==> config.mk <==
export PLATFORM = sky130hd
export DESIGN_NAME = cshTop
export DESIGN_NICKNAME = d
export VERILOG_FILES = /design/src/cshDiagPkg.sv /design/src/cshTypesPkg.sv /design/src/cshArbiter.sv /design/src/cshDiagMux.sv /design/src/cshEboxCycle.sv /design/src/cshTop.sv /design/src/cshWayMatch.sv
export VERILOG_INCLUDE_DIRS = /design/src /design/src/src
export SDC_FILE = /design/constraint.sdc
export NUM_CORES = 1
export LEC_CHECK = 0
export BUFFER_PORTS_ARGS = -buffer_cell sky130_fd_sc_hd__buf_2
export CORE_MARGIN = 3
export CORE_UTILIZATION = 41
export CTS_BUF_LIST = sky130_fd_sc_hd__clkbuf_8 sky130_fd_sc_hd__clkbuf_16
export DETAILED_ROUTE_END_ITERATION = 7
export GPL_TIMING_DRIVEN = 0
export PLACE_DENSITY = 0.74
export SYNTH_ARGS = -nofsm -noshare
export SYNTH_HDL_FRONTEND = slang
export SYNTH_SLANG_ARGS = --single-unit
export TNS_END_PERCENT = 5
==> constraint.sdc <==
create_clock -name clk -period 1.1 [get_ports clk]
set_input_delay 0.055 -clock clk [delete_from_list [all_inputs] [get_ports clk]]
set_output_delay 0.055 -clock clk [all_outputs]
set_load 0.01 [all_outputs]
==> src/csh_config.svh <==
`ifndef CSH_CONFIG_SVH
`define CSH_CONFIG_SVH

// Cache geometry
`define CSH_WAYS 4

// Diagnostic readback
`define CSH_DIAG_SEL_W 3
`define CSH_DIAG_GROUPS 3
`define CSH_DIAG_BYTE_W 8

`endif

==> src/cshDiagPkg.sv <==
`include "csh_config.svh"

package cshDiagPkg;

  // Groups 3 to 7 read zero
  typedef enum logic [`CSH_DIAG_SEL_W-1:0] {
    grpArb  = 0,
    grpEbox = 1,
    grpWay  = 2
  } diagGroupT;

  // Arbitration byte
  localparam int arbCycMbBit     = 0;
  localparam int arbCycChanBit   = 1;
  localparam int arbCycEboxBit   = 2;
  localparam int arbCycCcaBit    = 3;
  localparam int arbReadyBit     = 4;
  localparam int arbChanReqEnBit = 5;
  localparam int arbCcaReqEnBit  = 6;
  localparam int arbMbReqBit     = 7;

  // EBOX byte
  localparam int eboxT0Bit        = 0;
  localparam int eboxT1Bit        = 1;
  localparam int eboxT2Bit        = 2;
  localparam int eboxT3Bit        = 3;
  localparam int eboxCoreRdBit    = 4;
  localparam int eboxWbPendingBit = 5;
  localparam int eboxRetryBit     = 6;
  localparam int eboxAbortBit     = 7;

  // Way byte, refill way takes two bits
  localparam int wayAnyValidBit   = 0;
  localparam int wayReadFoundBit  = 1;
  localparam int wayAnyWrittenBit = 2;
  localparam int wayLruWrBit      = 3;
  localparam int wayRefillLoBit   = 4;

endpackage

==> src/cshTypesPkg.sv <==
`include "csh_config.svh"

package cshTypesPkg;

  // Cycle held in the cycle-type register
  typedef enum logic [2:0] {
    cycIdle,
    cycMb,
    cycChan,
    cycEbox,
    cycCca
  } cycleTypeT;

  // Way number, also used for the LRU select and refill way
  typedef logic [$clog2(`CSH_WAYS)-1:0] wayIdxT;

  // One flag per way
  typedef logic [`CSH_WAYS-1:0] wayVecT;

endpackage

==> src/cshArbiter.sv <==
`timescale 1ns/100ps
`include "csh_config.svh"

module cshArbiter (
  input  logic                         clk,
  input  logic                         reset,
  input  logic                         mbReq,
  input  logic                         chanReq,
  input  logic                         eboxReq,
  input  logic                         ccaReq,
  input  logic                         memBusy,
  input  logic                         coreBusy,
  input  logic                         chanToMem,
  input  logic                         ccaInval,
  input  logic                         ccaValCore,
  input  logic                         anyValidMatch,
  input  logic                         anyWrittenMatch,
  input  logic                         eboxDone,
  input  logic                         writebackT1,
  output cshTypesPkg::cycleTypeT       cycleType,
  output logic                         readyToGo,
  output logic                         eboxStart,
  output logic                         chanWrCache,
  output logic                         ccaInvalDone,
  output logic                         ccaWriteback,
  output logic [`CSH_DIAG_BYTE_W-1:0]  arbStatus
);

  logic mbReqReg;
  logic chanReqEn;
  logic ccaReqEn;
  logic anyGrant;
  logic t0, t1, t2, t3;
  cshTypesPkg::cycleTypeT winner;

  // Fixed priority: MB, channel, EBOX, CCA
  always_comb begin
    winner = cshTypesPkg::cycIdle;
    if (mbReqReg) begin
      winner = cshTypesPkg::cycMb;
    end else if (chanReq && chanReqEn) begin
      winner = cshTypesPkg::cycChan;
    end else if (eboxReq) begin
      winner = cshTypesPkg::cycEbox;
    end else if (ccaReq && ccaReqEn) begin
      winner = cshTypesPkg::cycCca;
    end
  end

  assign anyGrant  = readyToGo && (winner != cshTypesPkg::cycIdle);
  assign eboxStart = anyGrant && (winner == cshTypesPkg::cycEbox);

  always_ff @(posedge clk) begin
    if (reset) begin
      mbReqReg  <= 1'b0;
      chanReqEn <= 1'b0;
      ccaReqEn  <= 1'b0;
    end else begin
      mbReqReg  <= mbReq;
      chanReqEn <= !memBusy && !writebackT1;
      ccaReqEn  <= !coreBusy && !writebackT1;
    end
  end

  // Cycle type holds until the cache is ready again
  always_ff @(posedge clk) begin
    if (reset) begin
      cycleType <= cshTypesPkg::cycIdle;
      readyToGo <= 1'b1;
      t0 <= 1'b0;
      t1 <= 1'b0;
      t2 <= 1'b0;
      t3 <= 1'b0;
    end else begin
      // Shared chain for MB, channel and CCA cycles
      t0 <= anyGrant && (winner != cshTypesPkg::cycEbox);
      t1 <= t0;
      t2 <= t1;
      t3 <= t2;
      if (anyGrant) begin
        cycleType <= winner;
        readyToGo <= 1'b0;
      end else if (t3 || eboxDone) begin
        cycleType <= cshTypesPkg::cycIdle;
        readyToGo <= 1'b1;
      end
    end
  end

  assign chanWrCache  = t3 && (cycleType == cshTypesPkg::cycChan) && chanToMem &&
                        anyValidMatch;
  assign ccaInvalDone = t3 && (cycleType == cshTypesPkg::cycCca) && ccaInval &&
                        anyValidMatch && !anyWrittenMatch;
  assign ccaWriteback = t3 && (cycleType == cshTypesPkg::cycCca) && anyWrittenMatch &&
                        ccaValCore;

  always_comb begin
    arbStatus = '0;
    arbStatus[cshDiagPkg::arbCycMbBit]     = cycleType == cshTypesPkg::cycMb;
    arbStatus[cshDiagPkg::arbCycChanBit]   = cycleType == cshTypesPkg::cycChan;
    arbStatus[cshDiagPkg::arbCycEboxBit]   = cycleType == cshTypesPkg::cycEbox;
    arbStatus[cshDiagPkg::arbCycCcaBit]    = cycleType == cshTypesPkg::cycCca;
    arbStatus[cshDiagPkg::arbReadyBit]     = readyToGo;
    arbStatus[cshDiagPkg::arbChanReqEnBit] = chanReqEn;
    arbStatus[cshDiagPkg::arbCcaReqEnBit]  = ccaReqEn;
    arbStatus[cshDiagPkg::arbMbReqBit]     = mbReqReg;
  end

endmodule

==> src/cshDiagMux.sv <==
`timescale 1ns/100ps
`include "csh_config.svh"

module cshDiagMux (
  input  logic                         diagEn,
  input  cshDiagPkg::diagGroupT        diagSel,
  input  logic [`CSH_DIAG_BYTE_W-1:0]  arbStatus,
  input  logic [`CSH_DIAG_BYTE_W-1:0]  eboxStatus,
  input  logic [`CSH_DIAG_BYTE_W-1:0]  wayStatus,
  output logic [`CSH_DIAG_BYTE_W-1:0]  diagData
);

  always_comb begin
    diagData = '0;
    // Only the low groups are populated
    if (diagEn && (diagSel < `CSH_DIAG_GROUPS)) begin
      case (diagSel)
        cshDiagPkg::grpArb: begin
          diagData = arbStatus;
        end
        cshDiagPkg::grpEbox: begin
          diagData = eboxStatus;
        end
        cshDiagPkg::grpWay: begin
          diagData = wayStatus;
        end
        default: begin
          diagData = '0;
        end
      endcase
    end
  end

endmodule

==> src/cshEboxCycle.sv <==
`timescale 1ns/100ps
`include "csh_config.svh"

module cshEboxCycle (
  input  logic                         clk,
  input  logic                         reset,
  input  logic                         eboxStart,
  input  logic                         eboxAbort,
  input  logic                         vmaRead,
  input  logic                         anyValidMatch,
  input  logic                         readFound,
  input  logic                         lruAnyWr,
  input  logic                         coreDataValid,
  output logic                         eboxDone,
  output logic                         writebackT1,
  output logic                         mboxResp,
  output logic                         cacheWr,
  output logic                         eboxWriteback,
  output logic                         eboxRetry,
  output logic                         coreRdReq,
  output logic [`CSH_DIAG_BYTE_W-1:0]  eboxStatus
);

  logic t0, t1, t2, t3;
  logic readHit;
  logic writeHit;
  logic lruWbMiss;
  logic cleanRdMiss;
  logic coreRdDone;
  logic wbPulse;
  logic wbPending;
  logic abortSeen;

  // Outcome terms, sampled at T2
  assign readHit     = vmaRead && readFound;
  assign writeHit    = !vmaRead && anyValidMatch;
  assign lruWbMiss   = !anyValidMatch && lruAnyWr;
  assign cleanRdMiss = vmaRead && !readFound && !lruWbMiss;
  assign coreRdDone  = coreRdReq && coreDataValid;

  always_ff @(posedge clk) begin
    if (reset) begin
      t0 <= 1'b0;
      t1 <= 1'b0;
      t2 <= 1'b0;
      t3 <= 1'b0;
      mboxResp <= 1'b0;
      cacheWr <= 1'b0;
      wbPulse <= 1'b0;
      eboxDone <= 1'b0;
      coreRdReq <= 1'b0;
      wbPending <= 1'b0;
      abortSeen <= 1'b0;
    end else begin
      t0 <= eboxStart;
      t1 <= t0;
      // Abort at T1 kills T2
      t2 <= t1 && !eboxAbort;
      t3 <= t2;
      mboxResp <= (t2 && readHit) || coreRdDone;
      cacheWr <= t2 && writeHit;
      wbPulse <= t2 && lruWbMiss;
      eboxDone <= (t1 && eboxAbort) || (t2 && !cleanRdMiss) || coreRdDone;
      // Held until core memory returns the word
      if (t2 && cleanRdMiss) begin
        coreRdReq <= 1'b1;
      end else if (coreDataValid) begin
        coreRdReq <= 1'b0;
      end
      if (eboxStart) begin
        wbPending <= 1'b0;
        abortSeen <= 1'b0;
      end else begin
        if (t2 && lruWbMiss) begin
          wbPending <= 1'b1;
        end
        if (t1 && eboxAbort) begin
          abortSeen <= 1'b1;
        end
      end
    end
  end

  // Writeback of the LRU way forces a retry of the EBOX request
  assign writebackT1   = wbPulse;
  assign eboxWriteback = wbPulse;
  assign eboxRetry     = wbPulse;

  always_comb begin
    eboxStatus = '0;
    eboxStatus[cshDiagPkg::eboxT0Bit]        = t0;
    eboxStatus[cshDiagPkg::eboxT1Bit]        = t1;
    eboxStatus[cshDiagPkg::eboxT2Bit]        = t2;
    eboxStatus[cshDiagPkg::eboxT3Bit]        = t3;
    eboxStatus[cshDiagPkg::eboxCoreRdBit]    = coreRdReq;
    eboxStatus[cshDiagPkg::eboxWbPendingBit] = wbPending;
    eboxStatus[cshDiagPkg::eboxRetryBit]     = eboxRetry;
    eboxStatus[cshDiagPkg::eboxAbortBit]     = abortSeen;
  end

endmodule

==> src/cshTop.sv <==
`timescale 1ns/100ps
`include "csh_config.svh"

module cshTop (
  input  logic                         clk,
  input  logic                         reset,
  input  logic                         mbReq,
  input  logic                         chanReq,
  input  logic                         eboxReq,
  input  logic                         ccaReq,
  input  logic                         memBusy,
  input  logic                         coreBusy,
  input  logic                         chanToMem,
  input  logic                         ccaInval,
  input  logic                         ccaValCore,
  input  logic                         eboxAbort,
  input  logic                         vmaRead,
  input  logic                         coreDataValid,
  input  cshTypesPkg::wayVecT          validMatch,
  input  cshTypesPkg::wayVecT          wordValid,
  input  cshTypesPkg::wayVecT          anyWritten,
  input  cshTypesPkg::wayIdxT          lruSel,
  input  logic                         diagEn,
  input  cshDiagPkg::diagGroupT        diagSel,
  output cshTypesPkg::cycleTypeT       cycleType,
  output logic                         readyToGo,
  output logic                         chanWrCache,
  output logic                         ccaInvalDone,
  output logic                         ccaWriteback,
  output logic                         eboxDone,
  output logic                         mboxResp,
  output logic                         cacheWr,
  output logic                         eboxWriteback,
  output logic                         eboxRetry,
  output logic                         coreRdReq,
  output cshTypesPkg::wayIdxT          refillWay,
  output logic [`CSH_DIAG_BYTE_W-1:0]  diagData
);

  logic anyValidMatch;
  logic readFound;
  logic anyWrittenMatch;
  logic lruAnyWr;
  logic eboxStart;
  logic writebackT1;
  logic [`CSH_DIAG_BYTE_W-1:0] arbStatus;
  logic [`CSH_DIAG_BYTE_W-1:0] eboxStatus;
  logic [`CSH_DIAG_BYTE_W-1:0] wayStatus;

  always_comb begin
    wayStatus = '0;
    wayStatus[cshDiagPkg::wayAnyValidBit]   = anyValidMatch;
    wayStatus[cshDiagPkg::wayReadFoundBit]  = readFound;
    wayStatus[cshDiagPkg::wayAnyWrittenBit] = anyWrittenMatch;
    wayStatus[cshDiagPkg::wayLruWrBit]      = lruAnyWr;
    wayStatus[cshDiagPkg::wayRefillLoBit +: $bits(refillWay)] = refillWay;
  end

  cshWayMatch u_cshWayMatch (
    .validMatch(validMatch),
    .wordValid(wordValid),
    .anyWritten(anyWritten),
    .lruSel(lruSel),
    .anyValidMatch(anyValidMatch),
    .readFound(readFound),
    .anyWrittenMatch(anyWrittenMatch),
    .lruAnyWr(lruAnyWr),
    .refillWay(refillWay)
  );

  cshArbiter u_cshArbiter (
    .clk(clk),
    .reset(reset),
    .mbReq(mbReq),
    .chanReq(chanReq),
    .eboxReq(eboxReq),
    .ccaReq(ccaReq),
    .memBusy(memBusy),
    .coreBusy(coreBusy),
    .chanToMem(chanToMem),
    .ccaInval(ccaInval),
    .ccaValCore(ccaValCore),
    .anyValidMatch(anyValidMatch),
    .anyWrittenMatch(anyWrittenMatch),
    .eboxDone(eboxDone),
    .writebackT1(writebackT1),
    .cycleType(cycleType),
    .readyToGo(readyToGo),
    .eboxStart(eboxStart),
    .chanWrCache(chanWrCache),
    .ccaInvalDone(ccaInvalDone),
    .ccaWriteback(ccaWriteback),
    .arbStatus(arbStatus)
  );

  cshEboxCycle u_cshEboxCycle (
    .clk(clk),
    .reset(reset),
    .eboxStart(eboxStart),
    .eboxAbort(eboxAbort),
    .vmaRead(vmaRead),
    .anyValidMatch(anyValidMatch),
    .readFound(readFound),
    .lruAnyWr(lruAnyWr),
    .coreDataValid(coreDataValid),
    .eboxDone(eboxDone),
    .writebackT1(writebackT1),
    .mboxResp(mboxResp),
    .cacheWr(cacheWr),
    .eboxWriteback(eboxWriteback),
    .eboxRetry(eboxRetry),
    .coreRdReq(coreRdReq),
    .eboxStatus(eboxStatus)
  );

  cshDiagMux u_cshDiagMux (
    .diagEn(diagEn),
    .diagSel(diagSel),
    .arbStatus(arbStatus),
    .eboxStatus(eboxStatus),
    .wayStatus(wayStatus),
    .diagData(diagData)
  );

endmodule

==> src/cshWayMatch.sv <==
`timescale 1ns/100ps
`include "csh_config.svh"

module cshWayMatch (
  input  cshTypesPkg::wayVecT validMatch,
  input  cshTypesPkg::wayVecT wordValid,
  input  cshTypesPkg::wayVecT anyWritten,
  input  cshTypesPkg::wayIdxT lruSel,
  output logic                anyValidMatch,
  output logic                readFound,
  output logic                anyWrittenMatch,
  output logic                lruAnyWr,
  output cshTypesPkg::wayIdxT refillWay
);

  logic matchSeen;

  assign anyValidMatch   = |validMatch;
  assign readFound       = |(validMatch & wordValid);
  assign anyWrittenMatch = |(validMatch & anyWritten);

  // Written flag of the LRU way, for the writeback decision
  assign lruAnyWr = anyWritten[lruSel];

  // Lowest matching way wins; no match falls back to LRU
  always_comb begin
    matchSeen = 1'b0;
    refillWay = lruSel;
    for (int w = 0; w < `CSH_WAYS; w++) begin
      if (validMatch[w] && !matchSeen) begin
        refillWay = cshTypesPkg::wayIdxT'(w);
        matchSeen = 1'b1;
      end
    end
  end

endmodule

# Word-level counts from Yosys, hierarchy flattened
# Cells that the tools add are included.
[totals] reg_bits=22 latchBits=0 ramBits=0 rom_bits=0 inputBits=32 output_inout_bits=23 wordCells=111 mem_count=0
[classes] add_sub_neg=0 mul=0 n_div=0 n_lt_le_gt_ge=2 eq_ne=8 shifts=0 mux=21 n_bitwise=2 reduce_logical=58
[op_table] op="1-bit logical AND" n=33
[op_table] op="8-bit one-hot mux with 3 select lines" n=1
[op_table] op="3-bit two-way mux" n=6
[op_table] op="1-bit zero test" n=13
[op_table] op="3-bit by 2-bit == test with 1-bit output (second input constant)" n=4
[op_table] op="4-bit OR reduction" n=3
[op_table] op="4-bit bitwise AND" n=2
[op_table] op="1-bit two-way mux" n=8
[op_table] op="2-bit two-way mux" n=4
[op_table] op="8-bit two-way mux" n=1
[op_table] op="3-bit by 1-bit == test with 1-bit output (second input constant)" n=2
[op_table] op="1-bit logical OR" n=4
[op_table] op="2-bit nonzero test" n=2
[op_table] op="3-bit == test (second input constant)" n=1
[op_table] op="3-bit zero test" n=1
[op_table] op="2-bit by 3-bit < comparator with 1-bit output (second input constant)" n=1
[op_table] op="3-bit by 2-bit < comparator with 1-bit output (second input constant)" n=1
[op_table] op="3-bit by 2-bit inequality test with 1-bit output (second input constant)" n=1
[op_table] op="3-bit nonzero test" n=1
[op_table] op="1-bit binary-select mux with 2-bit select" n=1
[op_table] op="2-bit OR reduction" n=1

# Longest topological paths before layout
# Gate-level depths: netlist of the first run.
[logic_depth] depth_word=12 depth_mapped=4 ltp_nobuf=4

# Hierarchy
# From an unflattened synthesis of the first run, not the netlist that was laid out.
[hier_totals] hier_cells=146 area_unflattened_um2=1413.9
[by_module_without_submodules] mod="cshArbiter" instances=1 cells_each=53 area_each_um2=500.5
[by_module_without_submodules] mod="cshEboxCycle" instances=1 cells_each=41 area_each_um2=445.4
[by_module_without_submodules] mod="cshDiagMux" instances=1 cells_each=38 area_each_um2=366.6
[by_module_without_submodules] mod="cshWayMatch" instances=1 cells_each=13 area_each_um2=97.6
[by_module_without_submodules] mod="cshTop" instances=1 cells_each=1 area_each_um2=3.8

# Worst setup path after synthesis of the first run
# OpenSTA, ideal clock, no wires.
[synth_timing] path_kind="reg-to-output" start="register u_cshArbiter.cycleType[2]" end="output diagData[0]" t_arrival_ns=1.261 required_ns=1.045 path_slack_ns=-0.216 stages_incl_launch_ff=4 path_cell_list="dfxtp_1 > or4b_1 > a21o_1 > a21oi_1"
[synth_via] elab_chain_len=3
[synth_rtl] item="start: declaration" line_no="cshArbiter.sv:20" source="output cshTypesPkg::cycleTypeT cycleType,"
[synth_rtl] item="start signal: assignment" line_no="cshArbiter.sv:68" source="cycleType <= cshTypesPkg::cycIdle;"
[synth_rtl] item="start signal: assignment" line_no="cshArbiter.sv:81" source="cycleType <= winner;"
[synth_rtl] item="start signal: assignment" line_no="cshArbiter.sv:84" source="cycleType <= cshTypesPkg::cycIdle;"
[synth_rtl] item="3-bit by 1-bit == test with 1-bit output" line_no="cshArbiter.sv:99" source="arbStatus[cshDiagPkg::arbCycMbBit] = cycleType == cshTypesPkg::cycMb;"
[synth_rtl] item="8-bit one-hot mux with 3 select lines" line_no="cshDiagMux.sv:17" source="case (diagSel)"
[synth_rtl] item="8-bit two-way mux" line_no="cshDiagMux.sv:16" source="if (diagEn && (diagSel < `CSH_DIAG_GROUPS)) begin"
[synth_rtl] item="end: declaration" line_no="cshTop.sv:37" source="output logic [`CSH_DIAG_BYTE_W-1:0] diagData"
# Every way passes these cells.

# Worst setup path after layout of the first run
# Ends and elaborated chain as after synthesis.

==> flow_summary.toml, run 1 <==
[route]
drt-pass1-iter-count = 4
drtIter0Drc = 78
dr_total_vias = 1274
via_per_inst = 5.563
wl_per_cell_um = 14.78
ant_nets = 0
routed_wirelength_um = 3384
drc_errors = 0

[final_layout]
area_delta_synth_final_pct = 39.56
final_area_sq_um = 1664
fillers = 229
multi_input_comb_area_sq_um = 729.5
layout-drive-gt1-share_pct = 42.21
instances_no_fill = 229
regArea_sq_um = 456.7
nNetsFinal = 232
n_antenna_cell = 0

[die]
die-area_sq_um = 3592
die_w_um = 59.93
io_pins = 55
fp.dieH_um = 59.93
initial_core_util_pct = 45.64
rows = 18
core-area_sq_um = 2613

[cts]
cts_buffers = 3
clk_pin_slew_ns = 0.07
cts_max_level = 1
clk_latency_ns = 0.25
root_buffer = "clkbuf_8"
clock_sinks = 22
clk_path_buf_depth = 2
cts_tree = "built"

[global_routing]
grt_pass1_wl_um = 5050
grt_max_degree = 13
grt_use_total_pct = 18.38
grt_pass1_vias = 1140
antenna_found_initial = 0
grt_overflow = 0

[worst_setup_path]
critPathCaptureType = "output port"
crit_fanout = 4
worstReg2RegEnd = "u_cshEboxCycle.eboxDone"
critPathTopFamily = "simple AND/OR/NAND/NOR gates"
path_cells = "or4b_1 > a21o_1 > a21oi_2 > buf_2"
critPathLaunchType = "flop"
reg2reg_from = "u_cshEboxCycle.coreRdReq"
critPathMaxStageDelay_ns = 0.51
path_buf_inv = 1
required_ns = 1.04
slowest_stage = "or4b_1"
r2r_slack_ns = 0.03
r2r_cells = 3
cp.arrival_ns = 1.53
path_class = "reg2out"
cp.depth = 4

[placed_design]
place_hpwl_um = 2537
dpl.cell_count = 218
gp_congestion = 0.8492
placed_area_sq_um = 1505
port_buffers = 53

[hold_path]
holdPathEnd = "u_cshArbiter.mbReqReg"
hold_class = "in2reg"
hold_depth = 2
hp-start = "mbReq"

[yosys]
synthArstFlopShare_pct = 0
synthMostInstantiatedCell = "dfxtp_1"
ys.flop_type = "dfxtp_1"
synth_warnings = 0
avgSynthCellArea_sq_um = 8.833
synth.area.top_cells = "dfxtp_1 (37%), a21oi_1 (4.2%), nor3_1 (3.8%)"
synthCells = 135
syn_nets = 167
synth_top_area_cell = "dfxtp_1"
synth_seq_cells = 22
ys_types = 46
syn-cell-area_sq_um = 1192
synth_top_area_share_pct = 36.94
synth_seq_area_share_pct = 36.94
synthTopCellsByCount = "dfxtp_1 (22), a21oi_1 (10), nand2_1 (10), nor2_1 (9), nor3_1 (9)"
synth_edf_count = 0

[status]
violations = "negative setup slack"
outcome = "finished, violations left"

[sta]
timing.final.crit_period_ns = 1.589
fmax_mhz = 629.4
slew_viol_final = 0
min_period_over_period_pct = 144.4
skew_ns = 0.002353
slew_headroom_pct = 69.49
final.setup.worst_slack_ns = -0.4887
worst_pin_slew_ns = 0.4577
rsz0062_at_grt = "yes"
hold_violations = 0
setup_viol = 8

[job]
cap_viol_max_count = 0

[power]
p_leak_nw = 0.7380
ir_drop_v = 0.0009548
p_per_area_nw_per_um2 = 1021
report_power, final:
part / leakage (nW) / internal, mW / switching (mW) / total (mW)
Sequential: 0.182 / 0.826 / 0.0341 / 0.861
Clock: 0.0269 / 0.248 / 0.235 / 0.483
Combinational: 0.529 / 0.177 / 0.177 / 0.355
state kept, by name (all words and copies together) (netlist names):
signal and flops:
u_cshArbiter.cycleType 3, u_cshArbiter.ccaReqEn 1, u_cshArbiter.chanReqEn 1, u_cshArbiter.mbReqReg 1
u_cshArbiter.readyToGo 1, u_cshArbiter.t0 1, u_cshArbiter.t1 1, u_cshArbiter.t2 1
u_cshArbiter.t3 1, u_cshEboxCycle.abortSeen 1, u_cshEboxCycle.cacheWr 1, u_cshEboxCycle.coreRdReq 1
u_cshEboxCycle.eboxDone 1, u_cshEboxCycle.eboxRetry 1, u_cshEboxCycle.mboxResp 1, u_cshEboxCycle.t0 1
u_cshEboxCycle.t1 1, u_cshEboxCycle.t2 1, u_cshEboxCycle.t3 1, u_cshEboxCycle.wbPending 1
layer usage:
metal | share of wire (%) | vias to the layer above | GRT usage [%]
met5 | 0 | - | 0
met3 | 10 | 2 | 2.160
met4 | 0.44 | 0 | 4.747
met2 | 49 | 63 | 33.80
li1 | - | 635 | -
met1 | 41 | 574 | 22.28
how the worst max path moves through the flow:
stage / startpoint / endpoint / slack [ns]
2_1_floorplan: u_cshArbiter.cycleType[1] / diagData[0] / -0.12
3_3_place_gp: u_cshArbiter.cycleType[1] / diagData[0] / -0.22
3_5_place_dp: reset / u_cshEboxCycle.eboxDone / -0.22
4_1_cts: u_cshArbiter.cycleType[1] / diagData[0] / -0.49
5_1_grt: u_cshArbiter.cycleType[2] / diagData[0] / -0.55
6_report: u_cshArbiter.cycleType[2] / diagData[0] / -0.49
worst register-to-register path, stage by stage, from the launching register on:
cell,delay [ns]
dfxtp_1,0.42
nand2_1,0.10
and3_1,0.18
a311oi_2,0.29
timing repair:
action,CTS,global route
endpoints found under the hold margin,3,0
endpoints found under the setup margin,9,14
resized for setup,8,8
hold buffers,3,0
buffers inserted,2,2
pin swaps,3,3
layout make-up:
class | instances | share of cell area [%]
multi-input combinational | 102 | 43.83
clock buffer | 3 | 2.481
sequential | 22 | 27.44
tap | 30 | 2.256
clock inverter | 1 | 0.2256
buffer | 6 | 2.556
timing repair buffer | 60 | 20.08
inverter | 5 | 1.128
stage by stage:
step / power (mW) / utilization (%) / setup TNS, ns / hold slack, ns / worst slack, ns
2_1_floorplan: 1.048 / - / -0.1218 / 0.1261 / -0.1218
3_3_place_gp: 1.182 / 57.61 / -1.745 / 0.2115 / -0.2160
3_5_place_dp: 1.189 / 57.61 / -1.961 / 0.2158 / -0.2185
4_1_cts: 1.692 / 62.40 / -2.331 / 0.01482 / -0.4914
5_1_grt: 1.782 / 63.70 / -3.073 / 0.02808 / -0.5474
6_report: 1.698 / 63.70 / -2.320 / 0.01899 / -0.4887
kinds of logic (layout without fill, tap and decap cells):
logic type	count (synthesis)	after routing	share of synthesized area, %
muxes	3	3	3.568
AOI/OAI and AO/OA	40	40	24.35
and+or+nand+nor	59	59	30.01
buffers and inverters	11	75	5.141
DFF	22	22	36.94
cell usage in the layout (no fill, tap or decap), drive strengths merged, types with 2 or more instances in the layout:
cell type	count
a211o	2
a21o	2
a21oi	10
a22o	2
a22oi	4
and2	3
and3	2
buf	58
clkbuf	7
dfxtp	22
dlygate4sd3	3
inv	6
mux2i	2
nand2	10
nand2b	3
nand3b	2
nor2	9
nor2b	7
nor3	9
nor3b	6
o21ai	4
o21bai	2
o22ai	2
o32ai	2
or4b	2
No activity file was read; power rests on OpenSTA's default activity.
==> inputs of run 2 (changes only) <==
Settings changed: CORE_UTILIZATION 41 to 49, PLACE_DENSITY 0.74 to 0.83.
Clock period 1.1 ns to 2.1 ns, I/O delays scaled along.
==> flow_summary.toml, run 2 (synthesized netlist as in run 1, its figures left out) <==
[status]
outcome = "finished clean"

[worst_setup_path]
reg2reg_from = "u_cshArbiter.chanReqEn"
worstReg2RegEnd = "u_cshArbiter.cycleType[0]"
cp.arrival_ns = 1.64
cp-startpoint = "u_cshArbiter.cycleType[2]"
critPathMaxStageDelay_ns = 0.53
path_class = "reg2out"
r2r_slack_ns = 1.00
r2r_cells = 3
critPathCaptureType = "output port"
required_ns = 2.00
critPathTopFamily = "simple AND/OR/NAND/NOR gates"
path_buf_inv = 1
crit_fanout = 7
cp.depth = 4
path_cells = "or4b_1 > a21o_1 > a21oi_1 > buf_2"
slowest_stage = "or4b_1"
critPathLaunchType = "flop"

[cts]
cts_tree = "built"
cts_setup_buffers = 0
clk_latency_ns = 0.26
cts_max_level = 1
clk_path_buf_depth = 2
clk_pin_slew_ns = 0.07
clock_sinks = 22
root_buffer = "clkbuf_8"
cts_buffers = 3
cts_resized = 0

[placed_design]
dpl.cell_count = 216
placed_area_sq_um = 1493
port_buffers = 53
place_hpwl_um = 2561
gp_congestion = 0.9336

[global_routing]
grt_pass1_wl_um = 5292
grt_use_total_pct = 21.29
antenna_found_initial = 0
grt_max_degree = 13
grt_pass1_vias = 1223
grt_overflow = 0

[final_layout]
layout_commonest_cell = "buf_2"
n_antenna_cell = 0
nNetsFinal = 227
area_delta_synth_final_pct = 31.48
instances_no_fill = 222
final_area_sq_um = 1568
final_cell_mix = "buf_2 (54), dfxtp_1 (22), nand2_1 (10), a21oi_1 (10)"
multi_input_comb_area_sq_um = 690.7
regArea_sq_um = 440.4
fillers = 185
largest_reg_flops = 3
regMostFlops = "u_cshArbiter.cycleType"
layout-drive-gt1-share_pct = 34.54

[hold_path]
hp-start = "vmaRead"
hold_depth = 2
hold_class = "in2reg"
holdPathEnd = "u_cshEboxCycle.cacheWr"

[sta]
worst_pin_slew_ns = 0.4484
fmax_mhz = 573.9
rsz0062_at_grt = "no"
fin_setup_tns_ns = 0
timing.final.crit_period_ns = 1.743
hold_violations = 0
setup_viol = 0
slew_headroom_pct = 70.10
holdWs_ns = 0.02467
slew_viol_final = 0
min_period_over_period_pct = 82.98
skew_ns = 0.002083

[route]
ant_nets = 0
drt-pass1-iter-count = 4
wl_per_cell_um = 14.95
drtIter0Drc = 41
dr_total_vias = 1283
via_per_inst = 5.779
drc_errors = 0
routed_wirelength_um = 3318

[die]
die_w_um = 55.33
die-area_sq_um = 3061
core-area_sq_um = 2255
initial_core_util_pct = 52.89
rows = 17
io_pins = 55
fp.dieH_um = 55.33

[power]
p_leak_nw = 0.7011
p_per_area_nw_per_um2 = 584.6
ir_drop_v = 0.0005929

[job]
cap_viol_max_count = 0
## run 2: metrics by stage
stage / util (%) / total power, mW / worst slack, ns
6_report: 69.53 / 0.9165 / 0.3574
5_1_grt: 69.53 / 0.9515 / 0.2918
4_1_cts: 69.53 / 0.9216 / 0.3610
3_5_place_dp: 66.20 / 0.6227 / 0.6611
3_3_place_gp: 66.20 / 0.6172 / 0.6781
2_1_floorplan: - / 0.5484 / 0.7344
## run 2: where the power goes
group / total, mW / switching [mW] / leakage (nW) / internal, mW
clock: 0.297 / 0.130 / 0.0288 / 0.167
combinational: 0.170 / 0.0888 / 0.493 / 0.0810
sequential: 0.449 / 0.0169 / 0.179 / 0.432
total: 0.917 / 0.236 / 0.701 / 0.681
## run 2: area by class of cell
| class | instances | share of cell area (%) |
|---|---|---|
| flip-flops and latches | 22 | 28.09 |
| well taps | 28 | 2.235 |
| multi-input cells | 102 | 44.05 |
| repair buffers | 55 | 18.20 |
| plain buffers | 6 | 2.713 |
| clock buffers | 4 | 3.512 |
| inverters | 5 | 1.197 |
## run 2: worst max-delay path by stage
stage                   to  slack, ns
2_1_floorplan  diagData[0]       0.73
3_3_place_gp   diagData[0]       0.68
3_5_place_dp   diagData[0]       0.66
4_1_cts        diagData[0]       0.36
5_1_grt        diagData[0]       0.29
6_report       diagData[0]       0.36
## run 2: what timing repair did
| action | in CTS | in global routing |
|---|---|---|
| endpoints found under the hold margin | 2 | 0 |
| setup endpoints to repair | 0 | 0 |
| hold buffers | 2 | 0 |
## run 2: layer usage
metal  part of all wire (%)  global-route usage (%)  routed length, um
met5                      0                       0                  0
met4                    4.4                   13.54                146
met2                     44                   33.45               1448
met1                     44                   25.40               1474
met3                    7.5                   5.841                248
==> inputs of run 3 (changes only) <==
Settings changed: CORE_UTILIZATION 49 to 46, PLACE_DENSITY 0.83 to 0.79.
Clock period 2.1 ns to 1.8 ns, I/O delays scaled along.
==> flow_summary.toml, run 3 (synthesized netlist as in run 1, its figures left out) <==
[final_layout]
largest_reg_flops = 3
final_cell_mix = "buf_2 (54), dfxtp_1 (19), nand2_1 (10), a21oi_1 (10)"
regMostFlops = "u_cshArbiter.cycleType"
layout_commonest_cell = "buf_2"
instances_no_fill = 221
layout-drive-gt1-share_pct = 35.75
final_util_pct = 66.58
final_area_sq_um = 1558
area_delta_synth_final_pct = 30.64
nNetsFinal = 227
n_antenna_cell = 0

[worst_setup_path]
path_class = "reg2out"
r2r_cells = 3
critPathLaunchType = "flop"
cp.arrival_ns = 1.62
path_cells = "or4b_1 > a21o_1 > a21oi_1 > buf_2"
path_buf_inv = 1
crit_fanout = 7
critPathTopFamily = "simple AND/OR/NAND/NOR gates"
critPathCaptureType = "output port"
cp.depth = 4
slowest_stage = "or4b_1"
r2r_slack_ns = 0.70
critPathMaxStageDelay_ns = 0.53
required_ns = 1.71

[sta]
slew_viol_final = 0
fmax_mhz = 583.1
timing.final.crit_period_ns = 1.715
holdWs_ns = 0.01466
worst_pin_slew_ns = 0.4734
fin_setup_tns_ns = 0
rsz0062_at_grt = "no"
setup_viol = 0
hold_violations = 0
skew_ns = 0.002900
slew_headroom_pct = 68.44
min_period_over_period_pct = 95.27

[hold_path]
hold_class = "in2reg"
hold_depth = 2

[die]
core-area_sq_um = 2340
die_w_um = 56.92
fp.dieH_um = 56.92
die-area_sq_um = 3239
initial_core_util_pct = 50.96
rows = 17
io_pins = 55

[global_routing]
grt_use_total_pct = 20.11
grt_max_degree = 12
grt_overflow = 0
grt_pass1_wl_um = 5299
grt_pass1_vias = 1167
antenna_found_initial = 0

[route]
ant_nets = 0
dr_total_vias = 1240
wl_per_cell_um = 14.51
routed_wirelength_um = 3206
drc_errors = 0
drt-pass1-iter-count = 4
drtIter0Drc = 59
via_per_inst = 5.611

[placed_design]
placed_area_sq_um = 1493
port_buffers = 53
dpl.cell_count = 216
gp_congestion = 0.9156
place_hpwl_um = 2467

[cts]
clock_sinks = 22
clk_latency_ns = 0.26
cts_tree = "built"
cts_max_level = 1
clk_path_buf_depth = 2
cts_buffers = 3
cts_setup_buffers = 0
root_buffer = "clkbuf_8"
clk_pin_slew_ns = 0.07

[job]
cap_viol_max_count = 0

[power]
p_leak_nw = 0.6950
p_per_area_nw_per_um2 = 650.8
ir_drop_v = 0.0005750

[status]
outcome = "finished clean"
## run 3: changes by cell type in the layout (fill, tap and decap cells not counted), sizes merged
cell    delta
clkbuf     -1
## run 3: metrics by stage
stage	setup WS (ns)	total power, mW
final	0.08507	1.014
after global routing	0.008170	1.060
after CTS	0.08261	1.013
after detailed placement	0.3660	0.7251
after global placement	0.3777	0.7207
after floorplan	0.4494	0.6397
## run 3: metal layers
layer	GRT usage, %	vias up	share of wire, %
met3	3.218	5	8.0
met1	25.87	559	46
li1	-	626	-
met2	34.42	50	45
met5	0	-	0
met4	5.960	0	1.2
## run 3: worst paths after layout
| check | startpoint | to |
|---|---|---|
| setup / recovery | u_cshArbiter.cycleType[2] | diagData[0] |
| hold / removal | vmaRead | u_cshEboxCycle.cacheWr |
| setup reg to reg | u_cshArbiter.chanReqEn | u_cshEboxCycle.abortSeen |
| hold reg to reg | u_cshArbiter.t1 | u_cshArbiter.t2 |
## run 3: what timing repair did
| item | in CTS | in global routing |
|---|---|---|
| gates resized for setup | 0 | 3 |
| hold buffers | 2 | 0 |
| setup endpoints to repair | 0 | 1 |
| endpoints found under the hold margin | 2 | 0 |
## run 3: final cells by class
type	count	area (sq um)
inverters	5	18.77
plain buffers	6	42.54
clock buffers	3	41.29
well taps	28	35.03
repair buffers	55	285.3
fillers	200	782.0
multi-input cells	102	690.7
flip-flops and latches	22	444.2
## run 3: worst register-to-register path: stages (launching register included)
cell,delay (ns)
dfxtp_1,0.35
a21boi_0,0.35
and3_1,0.23
nor3_1,0.05
## run 3: where the power goes
part,internal [mW],switching (mW)
sequential,0.506,0.0209
combinational,0.0945,0.100
clock,0.149,0.143
